File: src/include/audio_cfg.svh
// ####################
// build options and register offsets
// for the audio output block
// ####################
`ifndef AUDIO_CFG_SVH
`define AUDIO_CFG_SVH

// fifo holds 2**AW stereo samples
`define AUDIO_FIFO_AW 4

// clk cycles per bit clock half period
`define AUDIO_BCLK_DIV 2

// wishbone register offsets
`define AUDIO_ADR_CTRL0      16'h0000
`define AUDIO_ADR_STAT0      16'h0004
`define AUDIO_ADR_FIFO_LOW   16'h0008
`define AUDIO_ADR_FIFO_LEVEL 16'h000C
`define AUDIO_ADR_LEFT       16'h0010
`define AUDIO_ADR_RIGHT      16'h0014

`endif

File: src/audio_pkg.sv
// ####################
// sample, stereo and fifo level types
// plus control and status bit positions
// ####################
`default_nettype none

`include "audio_cfg.svh"

package audio_pkg;

    // signed two's complement audio sample
    typedef logic signed [23:0] sample_t;

    // left sits in the low half, right in the high half
    typedef struct packed {
        sample_t right;
        sample_t left;
    } stereo_t;

    // one bit wider than the fifo address so full is representable
    typedef logic [`AUDIO_FIFO_AW:0] level_t;

    // CTRL0 bits
    localparam int CTRL_RST_BIT      = 0;
    localparam int CTRL_DAC_MODE_BIT = 1;
    localparam int CTRL_DAC_EN_BIT   = 2;
    localparam int CTRL_I2S_EN_BIT   = 3;

    // STAT0 bits
    localparam int STAT_LOW_BIT   = 0;
    localparam int STAT_EMPTY_BIT = 1;
    localparam int STAT_FULL_BIT  = 2;

endpackage

`default_nettype wire

File: src/audio_fifo_if.sv
// ####################
// push side and status between register file and sample fifo
// ####################
`timescale 1ns/1ps
`default_nettype none

interface audio_fifo_if import audio_pkg::*; ();

    // push side, driven by the register file
    logic    push;
    stereo_t push_data;
    level_t  threshold;

    // status, driven by the fifo
    level_t  level;
    logic    empty;
    logic    full;
    logic    low;

    modport regs (
        output push,
        output push_data,
        output threshold,
        input  level,
        input  empty,
        input  full,
        input  low
    );

    modport fifo (
        input  push,
        input  push_data,
        input  threshold,
        output level,
        output empty,
        output full,
        output low
    );

endinterface

`default_nettype wire

File: src/audio_regfile.sv
// ####################
// wishbone register file for the audio block
// control bits, fifo threshold and sample commit
// ####################
`timescale 1ns/1ps
`default_nettype none

`include "audio_cfg.svh"

module audio_regfile import audio_pkg::*; (
    input  wire logic        clk,
    input  wire logic        rst,

    // wishbone classic slave
    input  wire logic [15:0] wb_adr_i,
    input  wire logic [31:0] wb_dat_i,
    input  wire logic [3:0]  wb_sel_i,
    input  wire logic        wb_stb_i,
    input  wire logic        wb_we_i,
    output logic      [31:0] wb_dat_o,
    output logic             wb_ack_o,

    audio_fifo_if.regs       fifo,

    output logic             soft_rst_o,
    output logic             run_o,
    output logic             i2s_out_en_o,
    output logic             dac_en_o
);

    logic [3:0]  ctrl_q;
    level_t      thr_q;
    stereo_t     sample_q;
    logic        push_q;
    logic [31:0] low_merged;
    logic        wr_stb;
    logic        rd_stb;
    logic        commit;

    assign wr_stb = wb_stb_i && wb_we_i;
    assign rd_stb = wb_stb_i && !wb_we_i;

    // bit 31 commits only when its byte lane is selected
    assign commit = wr_stb && wb_sel_i[3] && wb_dat_i[31] &&
        (wb_adr_i == `AUDIO_ADR_LEFT || wb_adr_i == `AUDIO_ADR_RIGHT);

    // byte lane merge for the threshold register
    always_comb begin
        low_merged = 32'(thr_q);
        for (int b = 0; b < 4; b++) begin
            if (wb_sel_i[b]) begin
                low_merged[8*b +: 8] = wb_dat_i[8*b +: 8];
            end
        end
    end

    always_ff @(posedge clk) begin
        if (rst) begin
            ctrl_q <= '0;
            thr_q  <= '0;
            push_q <= 1'b0;
        end else begin
            // one cycle strobe after the committing write
            push_q <= commit;
            if (wr_stb && wb_adr_i == `AUDIO_ADR_CTRL0 && wb_sel_i[0]) begin
                ctrl_q <= wb_dat_i[3:0];
            end
            if (wr_stb && wb_adr_i == `AUDIO_ADR_FIFO_LOW) begin
                thr_q <= level_t'(low_merged);
            end
        end
    end

    // sample assembly, left in 23:0 and right in 47:24
    always_ff @(posedge clk) begin
        for (int b = 0; b < 3; b++) begin
            if (wr_stb && wb_sel_i[b]) begin
                if (wb_adr_i == `AUDIO_ADR_LEFT) begin
                    sample_q[8*b +: 8] <= wb_dat_i[8*b +: 8];
                end
                if (wb_adr_i == `AUDIO_ADR_RIGHT) begin
                    sample_q[24 + 8*b +: 8] <= wb_dat_i[8*b +: 8];
                end
            end
        end
    end

    // registered read data and ack, zero outside read acks
    always_ff @(posedge clk) begin
        if (rst) begin
            wb_ack_o <= 1'b0;
            wb_dat_o <= '0;
        end else begin
            wb_ack_o <= wb_stb_i;
            wb_dat_o <= '0;
            if (rd_stb) begin
                case (wb_adr_i)
                    `AUDIO_ADR_CTRL0: wb_dat_o <= 32'(ctrl_q);
                    `AUDIO_ADR_STAT0: begin
                        wb_dat_o[STAT_LOW_BIT]   <= fifo.low;
                        wb_dat_o[STAT_EMPTY_BIT] <= fifo.empty;
                        wb_dat_o[STAT_FULL_BIT]  <= fifo.full;
                    end
                    `AUDIO_ADR_FIFO_LOW:   wb_dat_o <= 32'(thr_q);
                    `AUDIO_ADR_FIFO_LEVEL: wb_dat_o <= 32'(fifo.level);
                    default:               wb_dat_o <= '0;
                endcase
            end
        end
    end

    assign fifo.push      = push_q;
    assign fifo.push_data = sample_q;
    assign fifo.threshold = thr_q;

    assign soft_rst_o = ctrl_q[CTRL_RST_BIT];
    // framer runs for either output path
    assign run_o = ctrl_q[CTRL_I2S_EN_BIT] || ctrl_q[CTRL_DAC_EN_BIT];
    assign i2s_out_en_o = ctrl_q[CTRL_I2S_EN_BIT] && !ctrl_q[CTRL_DAC_MODE_BIT];
    assign dac_en_o = ctrl_q[CTRL_DAC_EN_BIT] && ctrl_q[CTRL_DAC_MODE_BIT];

endmodule

`default_nettype wire

File: src/audio_top.sv
// ####################
// audio output block top level
// ####################
`timescale 1ns/1ps
`default_nettype none

module audio_top import audio_pkg::*; (
    input  wire logic        clk,
    input  wire logic        rst,
    input  wire logic [15:0] wb_adr_i,
    input  wire logic [31:0] wb_dat_i,
    input  wire logic [3:0]  wb_sel_i,
    input  wire logic        wb_stb_i,
    input  wire logic        wb_we_i,
    output logic      [31:0] wb_dat_o,
    output logic             wb_ack_o,
    output logic             i2s_bclk_o,
    output logic             i2s_ws_o,
    output logic             i2s_sd_o,
    output logic             dac_left_o,
    output logic             dac_right_o
);

    logic    soft_rst;
    logic    run;
    logic    i2s_out_en;
    logic    dac_en;
    logic    pop;
    stereo_t pop_data;
    logic    empty;
    stereo_t frame_sample;
    logic    bit_tick;

    audio_fifo_if u_fifo_if ();

    audio_regfile u_regfile (
        .clk          (clk),
        .rst          (rst),
        .wb_adr_i     (wb_adr_i),
        .wb_dat_i     (wb_dat_i),
        .wb_sel_i     (wb_sel_i),
        .wb_stb_i     (wb_stb_i),
        .wb_we_i      (wb_we_i),
        .wb_dat_o     (wb_dat_o),
        .wb_ack_o     (wb_ack_o),
        .fifo         (u_fifo_if.regs),
        .soft_rst_o   (soft_rst),
        .run_o        (run),
        .i2s_out_en_o (i2s_out_en),
        .dac_en_o     (dac_en)
    );

    sample_fifo u_fifo (
        .clk        (clk),
        .rst        (rst),
        .soft_rst_i (soft_rst),
        .q          (u_fifo_if.fifo),
        .pop_i      (pop),
        .pop_data_o (pop_data),
        .empty_o    (empty)
    );

    i2s_framer u_framer (
        .clk            (clk),
        .rst            (rst),
        .soft_rst_i     (soft_rst),
        .run_i          (run),
        .i2s_out_en_i   (i2s_out_en),
        .pop_o          (pop),
        .pop_data_i     (pop_data),
        .empty_i        (empty),
        .frame_sample_o (frame_sample),
        .bit_tick_o     (bit_tick),
        .i2s_bclk_o     (i2s_bclk_o),
        .i2s_ws_o       (i2s_ws_o),
        .i2s_sd_o       (i2s_sd_o)
    );

    sd_dac u_dac (
        .clk            (clk),
        .rst            (rst),
        .soft_rst_i     (soft_rst),
        .dac_en_i       (dac_en),
        .bit_tick_i     (bit_tick),
        .frame_sample_i (frame_sample),
        .dac_left_o     (dac_left_o),
        .dac_right_o    (dac_right_o)
    );

endmodule

`default_nettype wire

File: src/i2s_framer.sv
// ####################
// i2s frame generator, bit clock and word select
// pops one stereo sample per 48 bit frame
// ####################
`timescale 1ns/1ps
`default_nettype none

`include "audio_cfg.svh"

module i2s_framer import audio_pkg::*; (
    input  wire logic     clk,
    input  wire logic     rst,
    input  wire logic     soft_rst_i,
    input  wire logic     run_i,
    input  wire logic     i2s_out_en_i,
    output logic          pop_o,
    input  wire stereo_t  pop_data_i,
    input  wire logic     empty_i,
    output stereo_t       frame_sample_o,
    output logic          bit_tick_o,
    output logic          i2s_bclk_o,
    output logic          i2s_ws_o,
    output logic          i2s_sd_o
);

    localparam int DIV   = `AUDIO_BCLK_DIV;
    localparam int DIV_W = (DIV > 1) ? $clog2(DIV) : 1;
    localparam logic [DIV_W-1:0] DIV_LAST = DIV_W'(DIV - 1);

    logic             clear;
    logic             active;
    logic             ticking;
    logic [DIV_W-1:0] div_cnt;
    logic             bclk_q;
    logic [5:0]       bit_cnt;
    logic [5:0]       bit_nxt;
    logic             ws_q;
    logic             sd_q;
    logic [47:0]      sr;
    stereo_t          frame_q;
    stereo_t          loaded;
    logic             rise_evt;
    logic             fall_evt;
    logic             start_evt;

    assign clear    = rst || soft_rst_i || !run_i;
    assign ticking  = active && !clear;
    assign rise_evt = ticking && (div_cnt == DIV_LAST) && !bclk_q;
    assign fall_evt = ticking && (div_cnt == DIV_LAST) && bclk_q;
    assign bit_nxt  = (bit_cnt == 6'd47) ? 6'd0 : bit_cnt + 6'd1;

    // first run cycle acts as the opening falling edge
    assign start_evt = !clear && (!active || (fall_evt && bit_cnt == 6'd47));
    assign loaded    = empty_i ? stereo_t'('0) : pop_data_i;

    always_ff @(posedge clk) begin
        if (clear) begin
            active  <= 1'b0;
            div_cnt <= '0;
            bclk_q  <= 1'b0;
            bit_cnt <= '0;
            ws_q    <= 1'b0;
            sd_q    <= 1'b0;
        end else begin
            active <= 1'b1;
            if (active) begin
                if (div_cnt == DIV_LAST) begin
                    div_cnt <= '0;
                    bclk_q  <= !bclk_q;
                end else begin
                    div_cnt <= div_cnt + 1'b1;
                end
                // ws leads the msb by one bit clock
                if (fall_evt) begin
                    bit_cnt <= bit_nxt;
                    ws_q    <= (bit_nxt >= 6'd24);
                    sd_q    <= sr[47];
                end
            end
        end
    end

    // shift register is sent left first, msb first
    always_ff @(posedge clk) begin
        if (start_evt) begin
            sr      <= {loaded.left, loaded.right};
            frame_q <= loaded;
        end else if (fall_evt) begin
            sr <= {sr[46:0], 1'b0};
        end
    end

    assign pop_o          = start_evt;
    assign frame_sample_o = frame_q;
    assign bit_tick_o     = rise_evt;

    // pins held low when the dac path owns the samples
    assign i2s_bclk_o = bclk_q && i2s_out_en_i;
    assign i2s_ws_o   = ws_q && i2s_out_en_i;
    assign i2s_sd_o   = sd_q && i2s_out_en_i;

endmodule

`default_nettype wire

File: src/sample_fifo.sv
// ####################
// stereo sample fifo with level and threshold status
// ####################
`timescale 1ns/1ps
`default_nettype none

`include "audio_cfg.svh"

module sample_fifo import audio_pkg::*; (
    input  wire logic  clk,
    input  wire logic  rst,
    input  wire logic  soft_rst_i,
    audio_fifo_if.fifo q,
    input  wire logic  pop_i,
    output stereo_t    pop_data_o,
    output logic       empty_o
);

    localparam int AW    = `AUDIO_FIFO_AW;
    localparam int DEPTH = 1 << AW;

    stereo_t     mem [DEPTH];
    logic [AW:0] wr_ptr;
    logic [AW:0] rd_ptr;
    level_t      level;
    logic        full;
    logic        empty;
    logic        do_push;
    logic        do_pop;

    // pointers carry a wrap bit above the address
    assign level = wr_ptr - rd_ptr;
    assign empty = (wr_ptr == rd_ptr);
    assign full  = (wr_ptr[AW] != rd_ptr[AW]) && (wr_ptr[AW-1:0] == rd_ptr[AW-1:0]);

    // push on full and pop on empty are ignored
    assign do_push = q.push && !full;
    assign do_pop  = pop_i && !empty;

    always_ff @(posedge clk) begin
        if (rst || soft_rst_i) begin
            wr_ptr <= '0;
            rd_ptr <= '0;
        end else begin
            if (do_push) begin
                wr_ptr <= wr_ptr + 1'b1;
            end
            if (do_pop) begin
                rd_ptr <= rd_ptr + 1'b1;
            end
        end
    end

    always_ff @(posedge clk) begin
        if (do_push) begin
            mem[wr_ptr[AW-1:0]] <= q.push_data;
        end
    end

    // head entry is visible without a read cycle
    assign pop_data_o = mem[rd_ptr[AW-1:0]];
    assign empty_o    = empty;

    assign q.level = level;
    assign q.empty = empty;
    assign q.full  = full;
    assign q.low   = (level < q.threshold);

endmodule

`default_nettype wire

File: src/sd_dac.sv
// ####################
// first order sigma-delta dac, one per channel
// ####################
`timescale 1ns/1ps
`default_nettype none

module sd_dac import audio_pkg::*; (
    input  wire logic    clk,
    input  wire logic    rst,
    input  wire logic    soft_rst_i,
    input  wire logic    dac_en_i,
    input  wire logic    bit_tick_i,
    input  wire stereo_t frame_sample_i,
    output logic         dac_left_o,
    output logic         dac_right_o
);

    sample_t     chan [2];
    logic [23:0] acc  [2];
    logic [24:0] sum  [2];
    logic [1:0]  bit_q;

    assign chan[0] = frame_sample_i.left;
    assign chan[1] = frame_sample_i.right;

    // offset binary is the sample with its sign bit flipped
    always_comb begin
        for (int ch = 0; ch < 2; ch++) begin
            sum[ch] = {1'b0, acc[ch]} + {1'b0, ~chan[ch][23], chan[ch][22:0]};
        end
    end

    always_ff @(posedge clk) begin
        if (rst || soft_rst_i || !dac_en_i) begin
            acc[0] <= '0;
            acc[1] <= '0;
            bit_q  <= '0;
        end else if (bit_tick_i) begin
            // carry out is the density bit, held until the next tick
            for (int ch = 0; ch < 2; ch++) begin
                acc[ch]   <= sum[ch][23:0];
                bit_q[ch] <= sum[ch][24];
            end
        end
    end

    assign dac_left_o  = bit_q[0];
    assign dac_right_o = bit_q[1];

endmodule

`default_nettype wire

File: config.mk
export PLATFORM = sky130hd
export DESIGN_NAME = audio_top
export DESIGN_NICKNAME = d
export VERILOG_FILES = /design/src/audio_pkg.sv /design/src/audio_fifo_if.sv /design/src/audio_regfile.sv /design/src/audio_top.sv /design/src/i2s_framer.sv /design/src/sample_fifo.sv /design/src/sd_dac.sv
export VERILOG_INCLUDE_DIRS = /design/src /design/src/include
export SDC_FILE = /design/constraint.sdc
export NUM_CORES = 1
export LEC_CHECK = 0
export CORE_MARGIN = 10
export CORE_UTILIZATION = 45
export CTS_BUF_LIST = sky130_fd_sc_hd__clkbuf_8
export DETAILED_ROUTE_END_ITERATION = 10
export DONT_BUFFER_PORTS = 1
export PLACE_DENSITY = 0.7
export SLEW_MARGIN = 40
export SYNTH_ARGS = -nofsm -noshare
export SYNTH_HDL_FRONTEND = slang
export SYNTH_HIERARCHICAL = 1
export SYNTH_SLANG_ARGS = --single-unit
File: constraint.sdc
create_clock -name clk -period 10.55 [get_ports clk]
set_input_delay 2.11 -clock clk [delete_from_list [all_inputs] [get_ports clk]]
set_output_delay 2.11 -clock clk [all_outputs]
set_load 0.01 [all_outputs]
# After elaboration in Yosys (flattened, before gate mapping)
# Memories as Yosys holds them, arrays and structs flattened. A register that Yosys moved wholly into a read port is not among the register bits.
# Index checks and enable logic that the tools add are counted.
# word_totals
reg_bits	210
ram_bits	816
inputBits	56
output_inout_bits	38
word_cells	119
mem_count	2
# mem_list
memory	depth	word_bits	read_ports	rd_ports_with_merged_regs	wr	line	source
u_fifo.mem	16	48	1	1	1	sample_fifo.sv:22	stereo_t mem [DEPTH];
u_dac.acc	2	24	2	0	2	sd_dac.sv:19	logic [23:0] acc [2];
# op_classes
addsub	7
magnitude_cmp	2
n_eq_ne	9
mux	19
bitwise_logic	5
reduce_logical	52
# ops
op	count
48-bit 2-to-1 mux	3
24-bit by 24-bit adder with 25-bit output	2
24-bit 2-to-1 mux	2
16-bit by 4-bit equality test with 1-bit output, second input constant	2
16-bit by 5-bit equality test with 1-bit output, second input constant	2
1-bit logical AND	25
2-bit AND reduction	9
16-bit by 3-bit equality test with 1-bit output, second input constant	1
16-bit logical NOT	1
3-bit case mux with 4 select lines	1
5-bit by 1-bit adder with 5-bit output, second input constant	2
1-bit logical NOT	9
1-bit 2-to-1 mux	9
4-bit 2-to-1 mux	2
6-bit by 1-bit adder with 6-bit output, second input constant	1
6-bit equality test, second input constant	1
6-bit by 5-bit greater-or-equal comparator with 1-bit output, second input constant	1
1-bit logical OR	6
6-bit 2-to-1 mux	1
2-bit case mux with 3 select lines	1
5-bit equality test	1
5-bit < comparator	1
5-bit subtractor	1
4-bit equality test	1
6 further kinds	9

# Depth between registers and ports, before layout
# Gate-level depths: netlist of the first run.
# depth
word_depth	13
ltp_mapped	13
ltp_nobuf	12

# Hierarchy
# The synthesis of the first run kept the hierarchy.
# by_module_without_submodules
mod	instances	cells_per_inst	area_per_inst_um2	seq_area_each_um2
sample_fifo	1	1290	29569.6	23342.4
sd_dac	1	519	4571.9	1481.4
i2s_framer	1	274	4410.5	3103.0
audio_regfile	1	170	2560.0	1761.7

# Worst setup path before layout of the first run
# No wires, ideal clock.
# synth_path
path_kind	input port to flip-flop
start	in rst
end	reg u_framer.sr[0], enable pin
setup_ns	0.470
arrival_time_ns	4.987
required_ns	10.080
path_slack_ns	5.094
path_stages	3
path_buffers	1
path_cell_list	or3b_1 -> buf_6 -> a21oi_1
# synth_between
elab_chain_len	10
# synth_rtl
element	line	source
start, declared	audio_top.sv:9	input wire logic rst,
1-bit logical OR (*) (2 in a row)	i2s_framer.sv:46	assign clear = rst || soft_rst_i || !run_i;
1-bit logical NOT (*)	i2s_framer.sv:47, i2s_framer.sv:53	
1-bit logical AND	i2s_framer.sv:47	assign ticking = active && !clear;
1-bit logical AND (2 in a row)	i2s_framer.sv:49	assign fall_evt = ticking && (div_cnt == DIV_LAST) && bclk_q;
1-bit logical AND	i2s_framer.sv:53	assign start_evt = !clear && (!active || (fall_evt && bit_cnt == 6'd47));
1-bit logical OR	i2s_framer.sv:53	
1-bit logical AND	i2s_framer.sv:53	
2-bit nonzero test (no source line) (*)	n/a	
end signal, assigned	i2s_framer.sv:86	sr <= {loaded.left, loaded.right};
end signal, assigned	i2s_framer.sv:89	sr <= {sr[46:0], 1'b0};
end, declared	i2s_framer.sv:39	logic [47:0] sr;
# Every way passes the cells marked *; elsewhere a longest branch is shown, timed or not.
# A chain may end at the register's enable or synchronous reset.

# Final worst setup path of the first run
# layout_path
start	in rst
end	reg u_fifo.rd_ptr[4]
# layout_between
elab_chain_len	10
# layout_rtl
element	line	source
1-bit logical OR (*) (2 in a row)	i2s_framer.sv:46	
1-bit logical NOT (*)	i2s_framer.sv:47, i2s_framer.sv:53	
1-bit logical AND	i2s_framer.sv:47	
1-bit logical AND (2 in a row)	i2s_framer.sv:49	
1-bit logical AND	i2s_framer.sv:53	
1-bit logical OR	i2s_framer.sv:53	
1-bit logical AND (*)	i2s_framer.sv:53	
net pop	audio_top.sv:28	logic pop;
1-bit logical AND (*)	sample_fifo.sv:38	assign do_pop = pop_i && !empty;
end signal, assigned	sample_fifo.sv:49	rd_ptr <= rd_ptr + 1'b1;
end, declared	sample_fifo.sv:24	logic [AW:0] rd_ptr;
# Mark *: on every way through the listed nets, which the timed path passes. The rest lies on a longest branch.

==> results_dict.tcl, run 1 <==
set metrics [dict create \
    min_period_ns 4.28 \
    post_cts_resized 0 \
    met2_length_microns 45400 \
    design_area_sq_mm 0.0453 \
    hold_path_class "flip-flop to flip-flop" \
    die-area_sq_mm 0.104 \
    fillCellCount 7247 \
    ir_worst_vdd_uv 142 \
    hold_buffers 0 \
    stdcell_count 3635 \
    layout.nets 2464 \
    setup_viol 0 \
    tns_ns 0 \
    synth_ff_type "edfxtp_1" \
    clkSinkCount 1003 \
    slowest_stage "or3b_1" \
    ys_warn_count 6 \
    core_area_sq_mm 0.0903 \
    area_growth_pct 10.3 \
    wire_per_inst_microns 25.0 \
    cp.arrival_ns 4.95 \
    rsz0062_at_grt "false" \
    numCtsBuffers 154 \
    grt_use_total_pct 17.3 \
    portBuffers 0 \
    crit_fanout 50 \
    cts_setup_buffers 0 \
    clock_path_buffers 3 \
    grt_antenna_before_repair 12 \
    fp.dieW_microns 322 \
    numPlacedInstances 3360 \
    totalWireLength_microns 90700 \
    drv_slew 0 \
    place_hpwl_microns 48800 \
    hold_depth 2 \
    end_kind "flip-flop" \
    p_per_area_mw_per_mm2 160 \
    fin_crit_sh_pct 40.5 \
    netlist_top_cells_area "edfxtp_1 70%, mux4_2 11%, dfxtp_1 2.1%, ha_1 1.9%, a22oi_1 1.8%" \
    avgSynthCellArea_sq_um 18.2 \
    tightestPinTransition_ns 0.791 \
    slew_headroom_pct 47.2 \
    ff2ff_path_depth 7 \
    max_freq_mhz 234 \
    path_buf_inv 3 \
    slowest_delay_ns 0.62 \
    drc 0 \
    synth.most_common_cell "edfxtp_1" \
    drt_iter0_drc 2189 \
    grt_pass1_vias 21700 \
    rows 110 \
    hold_viol_final 0 \
    place.gp.congestion 0.840 \
    h-tree-depth 4 \
    ys_seq_area_share_pct 72.2 \
    yosys.area.top_type_share_pct 70.1 \
    routed-wl-met3_microns 7280 \
    crit_type "primary input to flip-flop" \
    dieHeight_microns 322 \
    grt_max_degree 140 \
    routed_via_density 5.84 \
    critical-path-top-delay-family "compound AO/OA/AOI/OAI gates" \
    gr-total-overflow 0 \
    insertion_delay_ns 0.80 \
    p_leak_uw 0.0147 \
    clk_pin_slew_ns 0.06 \
    vias 21200 \
    dpl_cell_area_sq_mm 0.0425 \
    post_route_cells_drive_above_1_share_pct 21.4 \
    outcome "completed" \
    yosysTopAreaCell "edfxtp_1" \
    wl_met1_microns 36300 \
    dr.pass1.iters 8 \
    skew_ns 0.0303 \
    start_kind "primary input" \
    synth_edf_count 960 \
    io-pin-count 94 \
    ant_nets 0 \
    async_flop_share_pct 0 \
    syn_area_sq_mm 0.0411 \
    top_layer_used "met5" \
    syn_inst 2253 \
    synthTopCellsByCount "960 x edfxtp_1, 195 x mux4_2, 110 x nand2_1" \
    cp.required_ns 11.23 \
    grt_pass1_wl_microns 136000 \
    tritoncts "done" \
    maxCapViolCount 0 \
    crit_cells 10 \
    initial_utilization_pct 45.5 \
    cts_root_buf "clkbuf_8" \
    cp_cell_sequence "or3b_1, clkinv_8, nand2_4, o22a_4, inv_2, buf_4, nand2_1, a2111oi_0, xnor2_1, nor2_1" \
    ys_ff_latch 1003 \
    synth_cell_types 83 \
]
power breakdown:
| part | total, uW | switching [uW] | internal [uW] |
|---|---|---|---|
| clock | 2930 | 1460 | 1470 |
| combinational | 11.6 | 8.53 | 3.07 |
| sequential | 4300 | 0.191 | 4300 |
cell type report:
type | instances | area, sq um | share of cell area, %
antenna | 2 | 5.00 | 0.0110
clock buffer | 158 | 2170 | 4.80
clock inverter | 113 | 589 | 1.30
inverter | 30 | 128 | 0.282
multi-input combinational | 1116 | 10900 | 24.0
sequential | 1003 | 29700 | 65.5
tap | 1176 | 1470 | 3.25
timing repair buffer | 37 | 402 | 0.886
cell usage in the layout, fill, tap and decap left out, drive strengths merged, types with 43 or more instances in the layout:
cell type / n
edfxtp: 960
mux4: 195
clkbuf: 158
nand2: 111
a22oi: 96
inv: 86
nor2: 83
a21oi: 66
ha: 63
nor2b: 61
clkinv: 51
o21ai: 49
mux2: 47
dfxtp: 43
sequential cells by signal, summed over array words and instances, names as in the netlist, named ones only:
signal                    flops
u_fifo/mem                  768
u_dac/acc                    48
u_framer/frame_sample_o      48
u_framer/sr                  48
u_regfile/fifo.push_data     48
u_framer/bit_cnt              6
u_fifo/rd_ptr                 5
u_fifo/wr_ptr                 5
u_regfile/fifo.threshold      5
u_regfile/wb_dat_o            5
u_regfile/ctrl_q              4
u_dac/bit_q                   2
u_framer/active               1
u_framer/bclk_q               1
u_framer/div_cnt              1
u_framer/sd_q                 1
u_framer/ws_q                 1
u_regfile/fifo.push           1
u_regfile/wb_ack_o            1
kinds of logic (layout without fill, tap and decap cells):
family	Yosys count	count (layout)	synth area share (%)
xor+xnor	34	34	0.724
buf+inv	160	338	2.06
flops	1003	1003	72.2
simple gates	425	425	5.46
fa+ha+maj	66	66	2.06
compound gates	314	314	5.23
mux	250	250	12.2
other cells	1	29	0.00912
path summary, 6_finish.rpt:
| kind | startpoint | to | slack [ns] |
|---|---|---|---|
| hold / removal | u_framer/sd_q | u_framer/sd_q | 0.46 |
| setup / recovery | rst | u_fifo/rd_ptr[4] | 6.27 |
| setup reg to reg | flip-flop | u_framer/sr[11] | 6.63 |
| hold reg to reg | u_framer/sd_q | u_framer/sd_q | 0.46 |
worst register-to-register path: stages, from the launching register on:
cell     delay, ns
dfxtp_4       0.71
buf_4         0.73
buf_6         0.65
mux4_2        0.62
a22oi_1       0.21
nand2_1       0.23
nor2b_1       0.24
mux2_2        0.28
per-stage QoR:
stage                     setup WS, ns  hold WS [ns]  utilization (%)  total power [uW]
final                             6.27         0.461             50.2              7240
after global routing              6.03         0.484             50.2              7490
after CTS                         6.28         0.471             50.1              7310
after detailed placement          5.43         0.461             47.1              4390
after global placement            5.45         0.455             47.0              4390
after floorplan                   5.09         0.408                -              4400
routing by layer:
layer | up-vias | global-route usage [%]
li1 | 9271 | -
met1 | 11000 | 22.6
met2 | 836 | 29.1
met3 | 147 | 3.83
met4 | 6 | 4.84
met5 | - | 0
(Power assumes the default switching activity.)
==> run 2: changes to the inputs <==
--- a/config.mk
+++ b/config.mk
@@ -6,6 +6,7 @@
 export SDC_FILE = /design/constraint.sdc
 export NUM_CORES = 1
 export LEC_CHECK = 0
+export ABC_AREA = 1
 export CORE_MARGIN = 10
 export CORE_UTILIZATION = 45
 export CTS_BUF_LIST = sky130_fd_sc_hd__clkbuf_8
==> constraint.sdc (replaced) <==
create_clock -name clk -period 4.4 [get_ports clk]
set_input_delay 0.88 -clock clk [delete_from_list [all_inputs] [get_ports clk]]
set_output_delay 0.88 -clock clk [all_outputs]
set_load 0.01 [all_outputs]
==> results_dict.tcl, run 2 <==
set metrics [dict create \
    place.gp.congestion 0.881 \
    setup_viol 0 \
    path_buf_inv 3 \
    crit_fanout 33 \
    fp.dieW_microns 341 \
    ys_seq_area_share_pct 64.0 \
    clk_pin_slew_ns 0.06 \
    stdcell_count 6303 \
    die-area_sq_mm 0.116 \
    yosysTopAreaCell "edfxtp_1" \
    hold_viol_final 0 \
    ant_nets 0 \
    synth_edf_count 960 \
    totalWireLength_microns 110000 \
    largest_reg_flops 768 \
    cp_cell_sequence "inv_1, ha_1, nand2_1, nor2_1, nand2_2, nand2_2, inv_2, nand2_1, nor2_4, buf_12" \
    synth_cell_types 39 \
    cp.required_ns 4.89 \
    dr.pass1.iters 8 \
    swShare_pct 20.9 \
    synth_compound_area_share_pct 1.22 \
    netlist_top_cells_area "edfxtp_1 62%, nand2_1 12%, nand3_1 7.4%, inv_1 6.8%, dfxtp_1 1.9%" \
    layout_commonest_cell "nand2_1" \
    routed_via_density 5.02 \
    rsz0062_at_grt "false" \
    tritoncts "done" \
    tightestPinTransition_ns 0.826 \
    crit_type "flip-flop to flip-flop" \
    post_cts_resized 0 \
    slew_headroom_pct 44.7 \
    totalPowerFinal_uw 17800 \
    grt_use_total_pct 18.6 \
    grt_antenna_before_repair 4 \
    synth.most_common_cell "nand2_1" \
    ir_worst_vdd_uv 328 \
    insertion_delay_ns 0.85 \
    dieHeight_microns 341 \
    clkSinkCount 1003 \
    hold_path_class "primary input to flip-flop" \
    ys_ff_latch 1003 \
    cts_setup_buffers 0 \
    maxCapViolCount 0 \
    synth_top_family_by_area "simple AND/OR/NAND/NOR gates" \
    hold_buffers 0 \
    p_leak_uw 0.0220 \
    synth_ff_type "edfxtp_1" \
    min_period_ns 3.11 \
    power.share.clock_pct 42.1 \
    drv_slew 0 \
    ys_warn_count 6 \
    setup_ws_ns 1.29 \
    h-tree-depth 4 \
    tns_ns 0 \
    p_seq_share_pct 57.7 \
    async_flop_share_pct 0 \
    slowest_delay_ns 0.63 \
    skew_ns 0.0570 \
    power_switching_uw 3720 \
    final_cell_mix "1509 x nand2_1, 960 x edfxtp_1, 884 x inv_1, 684 x nand3_1, 200 x nor2_1" \
    layout.nets 4927 \
    fin_crit_sh_pct 70.6 \
    avgSynthCellArea_sq_um 9.72 \
    io-pin-count 94 \
    drc 0 \
    synthMuxAreaShare_pct 0 \
    drt_iter0_drc 3028 \
    clock_path_buffers 3 \
    outcome "completed" \
    numCtsBuffers 161 \
    grt_pass1_wl_microns 169000 \
    critical-path-top-delay-family "simple AND/OR/NAND/NOR gates" \
    syn_inst 4772 \
    synthAdderAreaFrac_pct 1.83 \
    gr-total-overflow 0 \
    synth_xor_area_share_pct 0.132 \
    syn_area_sq_mm 0.0464 \
    start_kind "flip-flop" \
    p_int_uw 14100 \
    combPwrFrac_pct 0.2 \
    vias 31600 \
    yosys.area.top_type_share_pct 62.2 \
    initial_utilization_pct 45.5 \
    cp.arrival_ns 3.59 \
    p_per_area_mw_per_mm2 352 \
    core_area_sq_mm 0.102 \
    grt_max_degree 139 \
    synthTopCellsByCount "1512 x nand2_1, 960 x edfxtp_1, 845 x inv_1" \
    area_growth_pct 9.43 \
    rows 117 \
    post_route_cells_drive_above_1_share_pct 7.36 \
    cts_root_buf "clkbuf_8" \
    wire_per_inst_microns 17.4 \
    max_freq_mhz 322 \
    final_core_util_pct 49.7 \
    fillCellCount 8959 \
    place_ws_ns 1.31 \
    synth-simple-area-share_pct 23.0 \
    portBuffers 0 \
    end_kind "flip-flop" \
    grt_pass1_vias 30400 \
    slowest_stage "nor2_4" \
    place_hpwl_microns 62800 \
    numPlacedInstances 6010 \
]
## run 2: changes by cell type after synthesis, moves of 39 or more
cell	before	now
buf_2	15	87
nand3_1	33	684
mux2_2	39	0
nor2b_1	61	0
nor2_1	83	216
a22oi_1	96	0
nand2_1	110	1512
inv_1	29	845
mux4_2	195	0
## run 2: worst register-to-register path, stage by stage (launching register included)
cell     delay, ns
dfxtp_1       0.48
inv_1         0.08
ha_1          0.35
nand2_1       0.10
nor2_1        0.07
nand2_2       0.12
nand2_2       0.18
inv_2         0.14
nand2_1       0.23
nor2_4        0.63
buf_12        0.36
## run 2: logic make-up after synthesis
group | Yosys count
AND/OR/NAND/NOR | 2514
buffers and inverters | 1071
XOR/XNOR | 7
other | 1
adder cells (fa/ha/maj) | 66
flip-flops | 1003
AO/OA/AOI/OAI | 110
## run 2: through the flow
step                hold WS (ns)  area (sq um)
floorplan                  0.422         46500
global placement           0.479         47700
detailed placement         0.477         47700
CTS                       0.0664         50700
global route              0.0898         50800
finish                     0.130         50800
## run 2: worst paths after layout
check,slack (ns),endpoint,cells after the start,from
setup / recovery,1.29,u_fifo/mem[6][32],10,u_fifo/rd_ptr[2]
hold / removal,0.13,u_regfile/wb_ack_o,1,rst
setup reg to reg,1.29,u_fifo/mem[6][32],10,u_fifo/rd_ptr[2]
hold reg to reg,0.47,u_framer/sd_q,2,u_framer/sr[47]
## run 2: cell type report
type / instances / area, sq um / share of cell area [%]
Tap cell: 1368 / 1710 / 3.37
Clock inverter: 124 / 723 / 1.42
Multi-Input combinational cell: 2724 / 12400 / 24.4
Clock buffer: 167 / 2300 / 4.53
Inverter: 857 / 3240 / 6.38
Antenna cell: 2 / 5.00 / 0.00986
Sequential cell: 1003 / 29700 / 58.5
Timing Repair Buffer: 58 / 679 / 1.34
## run 2: per-layer routing
| layer | up-vias | wire length (microns) | part of all wire (%) | GRT usage [%] |
|---|---|---|---|---|
| met5 | - | 13 | 0.012 | 0 |
| met4 | 2 | 3530 | 3.2 | 7.76 |
| met3 | 265 | 8800 | 8.0 | 3.76 |
| met2 | 1165 | 53600 | 49 | 31.9 |
| met1 | 14800 | 43700 | 40 | 22.7 |
| li1 | 15400 | - | - | - |
## run 2: power by group through the flow
stage	combinational (uW)	clock [uW]	sequential, uW
final	30.0	7510	10300
after floorplan	41.9	0	10500
after global placement	28.3	0	10500
after global routing	34.8	8100	10300
after CTS	28.7	7660	10300
after detailed placement	28.6	0	10500
